--- src/fpMulPkg.sv ---
package fpMulPkg;

    // single-precision field widths
    localparam int expWidth = 8;
    localparam int fracWidth = 23;
    localparam int expBias = 127;

    // full 24 x 24 significand product
    localparam int sigProdWidth = 48;

    // 24 significand bits, then guard, round and sticky
    localparam int normWidth = 27;

    // rounding-mode codes
    localparam logic [2:0] rmNearEven = 3'b000;
    localparam logic [2:0] rmTowardZero = 3'b001;
    localparam logic [2:0] rmDown = 3'b010;
    localparam logic [2:0] rmUp = 3'b011;
    localparam logic [2:0] rmNearMax = 3'b100;

    // special encodings
    localparam logic [31:0] canonNan = 32'h7FC0_0000;
    localparam logic [31:0] posInf = 32'h7F80_0000;
    localparam logic [31:0] maxFinite = 32'h7F7F_FFFF;

    // special result decided at decode, applied at the last stage
    typedef enum logic [1:0] {
        kindNone,
        kindZero,
        kindInf,
        kindNan
    } specialKind;

    // cycles from inValid to outValid
    localparam int latency = 3;

endpackage

--- src/fpMulDecode.sv ---
module fpMulDecode (
    input  logic                          clk,
    input  logic                          reset,
    input  logic                          inValid,
    input  logic [31:0]                   opX,
    input  logic [31:0]                   opY,
    input  logic [2:0]                    roundMode,
    output logic                          validD,
    output logic                          signD,
    output logic [fpMulPkg::expWidth-1:0] expXD,
    output logic [fpMulPkg::expWidth-1:0] expYD,
    output logic [fpMulPkg::fracWidth:0]  sigXD,
    output logic [fpMulPkg::fracWidth:0]  sigYD,
    output fpMulPkg::specialKind          kindD,
    output logic [2:0]                    modeD
);

    logic [fpMulPkg::expWidth-1:0]  expX;
    logic [fpMulPkg::expWidth-1:0]  expY;
    logic [fpMulPkg::fracWidth-1:0] fracX;
    logic [fpMulPkg::fracWidth-1:0] fracY;
    logic                           xZero;
    logic                           yZero;
    logic                           xInf;
    logic                           yInf;
    logic                           xNan;
    logic                           yNan;
    fpMulPkg::specialKind           kind;

    assign expX  = opX[fpMulPkg::fracWidth +: fpMulPkg::expWidth];
    assign expY  = opY[fpMulPkg::fracWidth +: fpMulPkg::expWidth];
    assign fracX = opX[fpMulPkg::fracWidth-1:0];
    assign fracY = opY[fpMulPkg::fracWidth-1:0];

    // subnormals count as zero, they get flushed
    assign xZero = (expX == '0);
    assign yZero = (expY == '0);
    assign xInf  = (expX == '1) && (fracX == '0);
    assign yInf  = (expY == '1) && (fracY == '0);
    assign xNan  = (expX == '1) && (fracX != '0);
    assign yNan  = (expY == '1) && (fracY != '0);

    always_comb begin
        if (xNan || yNan || (xInf && yZero) || (yInf && xZero)) begin
            kind = fpMulPkg::kindNan;
        end else if (xInf || yInf) begin
            kind = fpMulPkg::kindInf;
        end else if (xZero || yZero) begin
            kind = fpMulPkg::kindZero;
        end else begin
            kind = fpMulPkg::kindNone;
        end
    end

    always_ff @(posedge clk) begin
        if (reset) begin
            validD <= 1'b0;
        end else begin
            validD <= inValid;
        end
    end

    // operand fields only move with a strobe
    always_ff @(posedge clk) begin
        if (inValid) begin
            signD <= opX[31] ^ opY[31];
            expXD <= expX;
            expYD <= expY;
            // hidden one
            sigXD <= {1'b1, fracX};
            sigYD <= {1'b1, fracY};
            kindD <= kind;
            modeD <= roundMode;
        end
    end

endmodule

--- src/fpMulNormRound.sv ---
module fpMulNormRound (
    input  logic                                 clk,
    input  logic                                 reset,
    input  logic                                 validE,
    input  logic                                 signE,
    input  logic signed [fpMulPkg::expWidth+1:0] expE,
    input  logic [fpMulPkg::sigProdWidth-1:0]    prodE,
    input  fpMulPkg::specialKind                 kindE,
    input  logic [2:0]                           modeE,
    output logic                                 outValid,
    output logic [31:0]                          result,
    output logic                                 overflow,
    output logic                                 underflow
);

    logic [fpMulPkg::normWidth-1:0]        normSig;
    logic signed [fpMulPkg::expWidth+1:0]  expNorm;
    logic                                  lsbBit;
    logic                                  guardBit;
    logic                                  stickyBit;
    logic                                  roundUp;
    logic [fpMulPkg::fracWidth+1:0]        roundSum;
    logic                                  roundCarry;
    logic [fpMulPkg::fracWidth:0]          roundSig;
    logic signed [fpMulPkg::expWidth+1:0]  expFinal;
    logic                                  isOverflow;
    logic                                  isUnderflow;
    logic                                  satToMax;
    logic [31:0]                           satWord;
    logic [31:0]                           resultNext;
    logic                                  overflowNext;
    logic                                  underflowNext;

    // normalize to 1.x, low bits fold into sticky
    always_comb begin
        if (prodE[fpMulPkg::sigProdWidth-1]) begin
            normSig = {prodE[fpMulPkg::sigProdWidth-1 -: fpMulPkg::normWidth-1],
                       |prodE[fpMulPkg::sigProdWidth-fpMulPkg::normWidth:0]};
        end else begin
            normSig = {prodE[fpMulPkg::sigProdWidth-2 -: fpMulPkg::normWidth-1],
                       |prodE[fpMulPkg::sigProdWidth-fpMulPkg::normWidth-1:0]};
        end
    end

    assign expNorm = expE + $signed({{(fpMulPkg::expWidth+1){1'b0}},
                                     prodE[fpMulPkg::sigProdWidth-1]});

    assign lsbBit    = normSig[3];
    assign guardBit  = normSig[2];
    assign stickyBit = normSig[1] | normSig[0];

    always_comb begin
        case (modeE)
            fpMulPkg::rmTowardZero: roundUp = 1'b0;
            // only inexact values move away from zero
            fpMulPkg::rmDown:       roundUp = signE & (guardBit | stickyBit);
            fpMulPkg::rmUp:         roundUp = ~signE & (guardBit | stickyBit);
            fpMulPkg::rmNearMax:    roundUp = guardBit;
            // nearest even, also used for unlisted codes
            default:                roundUp = guardBit & (stickyBit | lsbBit);
        endcase
    end

    assign roundSum   = {1'b0, normSig[fpMulPkg::normWidth-1:3]}
                      + {{(fpMulPkg::fracWidth+1){1'b0}}, roundUp};
    assign roundCarry = roundSum[fpMulPkg::fracWidth+1];

    // all ones rounded up becomes 1.0 with one more in the exponent
    assign roundSig = roundCarry ? roundSum[fpMulPkg::fracWidth+1:1]
                                 : roundSum[fpMulPkg::fracWidth:0];
    assign expFinal = expNorm + $signed({{(fpMulPkg::expWidth+1){1'b0}}, roundCarry});

    assign isOverflow  = (expFinal >= 255);
    assign isUnderflow = (expFinal <= 0);

    // saturate to max finite when the mode rounds toward zero for this sign
    always_comb begin
        case (modeE)
            fpMulPkg::rmTowardZero: satToMax = 1'b1;
            fpMulPkg::rmDown:       satToMax = ~signE;
            fpMulPkg::rmUp:         satToMax = signE;
            default:                satToMax = 1'b0;
        endcase
    end

    assign satWord = (satToMax ? fpMulPkg::maxFinite : fpMulPkg::posInf) | {signE, 31'b0};

    always_comb begin
        overflowNext  = 1'b0;
        underflowNext = 1'b0;
        case (kindE)
            fpMulPkg::kindNan:  resultNext = fpMulPkg::canonNan;
            fpMulPkg::kindInf:  resultNext = fpMulPkg::posInf | {signE, 31'b0};
            fpMulPkg::kindZero: resultNext = {signE, 31'b0};
            default: begin
                if (isOverflow) begin
                    resultNext   = satWord;
                    overflowNext = 1'b1;
                end else if (isUnderflow) begin
                    resultNext    = {signE, 31'b0};
                    underflowNext = 1'b1;
                end else begin
                    resultNext = {signE, expFinal[fpMulPkg::expWidth-1:0],
                                  roundSig[fpMulPkg::fracWidth-1:0]};
                end
            end
        endcase
    end

    always_ff @(posedge clk) begin
        if (reset) begin
            outValid <= 1'b0;
        end else begin
            outValid <= validE;
        end
    end

    always_ff @(posedge clk) begin
        if (validE) begin
            result    <= resultNext;
            overflow  <= overflowNext;
            underflow <= underflowNext;
        end
    end

endmodule

--- src/fpMulSignificand.sv ---
module fpMulSignificand (
    input  logic                                   clk,
    input  logic                                   reset,
    input  logic                                   validD,
    input  logic                                   signD,
    input  logic [fpMulPkg::expWidth-1:0]          expXD,
    input  logic [fpMulPkg::expWidth-1:0]          expYD,
    input  logic [fpMulPkg::fracWidth:0]           sigXD,
    input  logic [fpMulPkg::fracWidth:0]           sigYD,
    input  fpMulPkg::specialKind                   kindD,
    input  logic [2:0]                             modeD,
    output logic                                   validE,
    output logic                                   signE,
    output logic signed [fpMulPkg::expWidth+1:0]   expE,
    output logic [fpMulPkg::sigProdWidth-1:0]      prodE,
    output fpMulPkg::specialKind                   kindE,
    output logic [2:0]                             modeE
);

    logic signed [fpMulPkg::expWidth+1:0] expSum;
    logic [fpMulPkg::sigProdWidth-1:0]    product;

    // two guard bits keep overflow and negative sums visible
    assign expSum = $signed({2'b00, expXD})
                  + $signed({2'b00, expYD})
                  - $signed((fpMulPkg::expWidth+2)'(fpMulPkg::expBias));

    // unsigned 24 x 24, top bit set means product in [2, 4)
    assign product = sigXD * sigYD;

    always_ff @(posedge clk) begin
        if (reset) begin
            validE <= 1'b0;
        end else begin
            validE <= validD;
        end
    end

    always_ff @(posedge clk) begin
        if (validD) begin
            signE <= signD;
            expE  <= expSum;
            prodE <= product;
            kindE <= kindD;
            modeE <= modeD;
        end
    end

endmodule

--- src/fpMulTop.sv ---
module fpMulTop (
    input  logic        clk,
    input  logic        reset,
    input  logic        inValid,
    input  logic [31:0] opX,
    input  logic [31:0] opY,
    input  logic [2:0]  roundMode,
    output logic        outValid,
    output logic [31:0] result,
    output logic        overflow,
    output logic        underflow
);

    // decode to execute
    logic                                 validD;
    logic                                 signD;
    logic [fpMulPkg::expWidth-1:0]        expXD;
    logic [fpMulPkg::expWidth-1:0]        expYD;
    logic [fpMulPkg::fracWidth:0]         sigXD;
    logic [fpMulPkg::fracWidth:0]         sigYD;
    fpMulPkg::specialKind                 kindD;
    logic [2:0]                           modeD;

    // execute to result
    logic                                 validE;
    logic                                 signE;
    logic signed [fpMulPkg::expWidth+1:0] expE;
    logic [fpMulPkg::sigProdWidth-1:0]    prodE;
    fpMulPkg::specialKind                 kindE;
    logic [2:0]                           modeE;

    fpMulDecode decodeStage (
        .clk(clk), .reset(reset), .inValid(inValid),
        .opX(opX), .opY(opY), .roundMode(roundMode),
        .validD(validD), .signD(signD), .expXD(expXD), .expYD(expYD),
        .sigXD(sigXD), .sigYD(sigYD), .kindD(kindD), .modeD(modeD)
    );

    fpMulSignificand significandStage (
        .clk(clk), .reset(reset), .validD(validD), .signD(signD),
        .expXD(expXD), .expYD(expYD), .sigXD(sigXD), .sigYD(sigYD),
        .kindD(kindD), .modeD(modeD),
        .validE(validE), .signE(signE), .expE(expE), .prodE(prodE),
        .kindE(kindE), .modeE(modeE)
    );

    fpMulNormRound normRoundStage (
        .clk(clk), .reset(reset), .validE(validE), .signE(signE),
        .expE(expE), .prodE(prodE), .kindE(kindE), .modeE(modeE),
        .outValid(outValid), .result(result),
        .overflow(overflow), .underflow(underflow)
    );

endmodule

--- config.mk ---
export PLATFORM = sky130hd
export DESIGN_NAME = fpMulTop
export DESIGN_NICKNAME = d
export VERILOG_FILES = /design/src/fpMulPkg.sv /design/src/fpMulDecode.sv /design/src/fpMulNormRound.sv /design/src/fpMulSignificand.sv /design/src/fpMulTop.sv
export SDC_FILE = /design/constraint.sdc
export NUM_CORES = 2
export LEC_CHECK = 0
export ABC_AREA = 1
export BUFFER_PORTS_ARGS = -buffer_cell sky130_fd_sc_hd__buf_2
export CAP_MARGIN = 20
export CORE_MARGIN = 2
export CORE_UTILIZATION = 45
export DETAILED_ROUTE_END_ITERATION = 10
export GPL_TIMING_DRIVEN = 0
export PLACE_DENSITY = 0.69
export SYNTH_ARGS = -nofsm -noshare
export SYNTH_HDL_FRONTEND = slang
export SYNTH_SLANG_ARGS = --single-unit
export TNS_END_PERCENT = 50
--- constraint.sdc ---
create_clock -name clk -period 7.19 [get_ports clk]
set_input_delay 0.719 -clock clk [delete_from_list [all_inputs] [get_ports clk]]
set_output_delay 0.719 -clock clk [all_outputs]
set_load 0.01 [all_outputs]
==> run metrics <==
status finished, final reports clean; critical setup path kind reg2reg; grt ovf 0; largest net degree at the start of global routing 40; starting density of the core 45.24%; Max Clk Rate 143.1 MHz; Crit Path Max Fanout 10; Least-Margin Pin Slew 0.8849 ns; Worst slew margin 41.01%; most common cell after layout, fill and taps aside inv_1; GRT Total Usage 26.79%; sequential share of the synthesized area 18.17%; hold wc startpoint reset; Ports 105; number of global-route vias before repair 22,210; RSZ-0062 raised after global routing true; Post-synth EDFFs 166; drt drc 0; CTS clock-pin slew for the worst setup and hold paths 0.09 ns; first-pass GRT wire length 127,700 µm; Netlist cell types 47; GPL Wtd Cong 0.9944; fin. max-slew vios 0; Tcrit/Tclk final 97.16%; clock skew 0.02264 ns; Root Driver clkbuf_16; Startpoint Class flip-flop; via count 22,350; #FFs+latches synth 169; maxcap violations 0; CP Capture Type flip-flop; antenna violations before repair 0; Port Buffers 104; min Tclk post-route 6.986 ns; vias per inst 5.120; wirelength, routed 82,450 µm; critical path's most frequent cell fa_1; CP startpoint decodeStage.sigXD[14]; CP Data Arrival Time 7.24 ns; overall die area 63,710 µm²; TritonCTS buffer count 17; Rows 91; HP Class in2reg; Synth Instances 3,387; Hold Fails Final Rpt 0; Crit-path slowest cell fa_1; Nets 4,301; final setup vio count 0; commonest non-fill, non-tap cells in the layout inv_1 (959), nand2_1 (880), fa_1 (484); Top delay family on crit path adder cells; fin util 49.74%; die height 252.4 µm; placed insts 4,288; Initial DRC Count 1,844; critical path cell sequence buf_4 > buf_2 > nand2_1 > fa_1 > inv_1 > fa_1 > inv_1 > fa_1 > fa_1 > inv_1 > fa_1 > fa_1 > inv_1 > fa_1 > inv_1 > ha_1 > a21oi_1 > a21boi_0 > o21ai_0 > a21o_1 > nand2_1 > nand3_1 > xor2_1; Post-Syn Area 27,770 µm²; routed length per placed instance 18.89 µm; clock latency on the worst-skew pair 0.50 ns; Post-DRT Antenna Nets 0; Worst path max stage delay 0.56 ns; TritonCTS clock tree yes; Top FF cell, synth edfxtp_1; Synthesized Nets 4,126; Reg-to-Reg Start decodeStage.sigXD[14]; H-Tree Depth 4; Die X 252.4 µm; dpl hpwl 68,810 µm; Filler cells 5,831; fin cells 4,365; layout cells sized above 1 9.594%; core area 61,370 µm²; Syn-to-layout area delta 9.927%; # diodes 0; syn_area_per_cell 8.198 µm²; sum of buffers and inverters on the critical path 7; YS warnings 0; ys async rst share 0%; drt pass-1 iters 6; clock sink count 169; clock tree buffer depth 2; Critical Path RT 7.44 ns
==> stage by stage <==
step / hold WS [ns] / worst slack [ns] / cell area, µm² / TNS [ns]
2_1_floorplan: 0.4003 / 1.106 / 27770 / 0
6_report: 0.3927 / 0.2040 / 30520 / 0
4_1_cts: 0.3604 / 0.01062 / 30100 / 0
3_3_place_gp: 0.4023 / -0.3711 / 29280 / -2.757
5_1_grt: 0.3807 / -0.04262 / 30520 / -0.08016
3_5_place_dp: 0.4045 / -0.3567 / 29410 / -2.701
==> worst paths after layout <==
path | endpoint | slack, ns | cells after the start
min reg2reg | significandStage.kindE[0] | 0.42 | 0
max reg2reg | significandStage.prodE[40] | 0.20 | 23
max | significandStage.prodE[40] | 0.20 | 23
min | decodeStage.validD | 0.39 | 2
==> final cells by class <==
cell class | instances | area [µm²] | share of cell area [%]
multi-input cells | 2141 | 18620 | 61.00
flip-flops and latches | 169 | 5046 | 16.53
inverters | 969 | 3637 | 11.92
repair buffers | 156 | 993.5 | 3.255
well taps | 790 | 988.4 | 3.238
plain buffers | 108 | 600.6 | 1.968
clock buffers | 17 | 425.4 | 1.394
clock inverters | 15 | 212.7 | 0.6969
==> metal layers <==
layer | share of wire [%] | routed length, µm | global-route usage [%]
met3 | 9.7 | 7960 | 6.014
met5 | 0 | 0 | 0
met4 | 3.0 | 2496 | 7.997
met2 | 47 | 38870 | 44.27
met1 | 40 | 33130 | 35.27
==> what timing repair did <==
| action | 4_1_cts | 5_1_grt |
|---|---|---|
| hold buffers | 0 | 0 |
| endpoints found under the setup margin | 23 | 26 |
| setup buffers | 2 | 43 |
| resized for setup | 34 | 112 |
==> Yosys cell counts, types with 2 or more instances <==
cell	n	share of area, %
o21bai_1	3	0.081
a31oi_1	5	0.11
nor3_1	22	0.40
nor2_4	6	0.24
o21ai_0	38	0.68
o21ai_1	11	0.20
nand3_2	2	0.072
or2_2	8	0.18
nand3_1	77	1.4
edfxtp_1	166	18
nor3b_1	2	0.054
clkbuf_1	92	1.2
nor2_1	157	2.1
buf_4	3	0.081
a211oi_1	2	0.054
nand2_1	880	12
xnor2_1	14	0.44
xor2_1	47	1.5
ha_1	185	8.3
a21oi_1	88	1.6
o21ai_2	5	0.16
a21o_1	8	0.22
and2_1	3	0.068
nor4_1	20	0.45
a21boi_0	4	0.11
buf_2	5	0.090
nand4_1	25	0.56
fa_1	484	35
nand2_2	16	0.36
o21a_1	6	0.16
dfxtp_1	3	0.22
nor2_2	11	0.25
inv_1	959	13
buf_6	8	0.32
inv_2	10	0.14
==> cells by family after synthesis <==
logic type	count (synthesis)	synth area share [%]
and+or+nand+nor	1235	18.29
buffers and inverters	1077	14.84
adders and majority gates	669	43.23
xor gates and xnor gates	61	1.924
DFF	169	18.17
AOI/OAI and AO/OA	176	3.542
==> state kept, by name, indices dropped and copies added (netlist names), 2 cells and up <==
signal                  flops
significandStage.prodE     48
normRoundStage.result      32
decodeStage.sigXD          23
decodeStage.sigYD          23
significandStage.expE      10
decodeStage.expXD           8
decodeStage.expYD           8
decodeStage.modeD           3
significandStage.modeE      3
decodeStage.kindD           2
significandStage.kindE      2
Power is left out: the tool's default activity adds up to more than one toggle a clock period on the data nets, which glitch-free logic cannot reach.
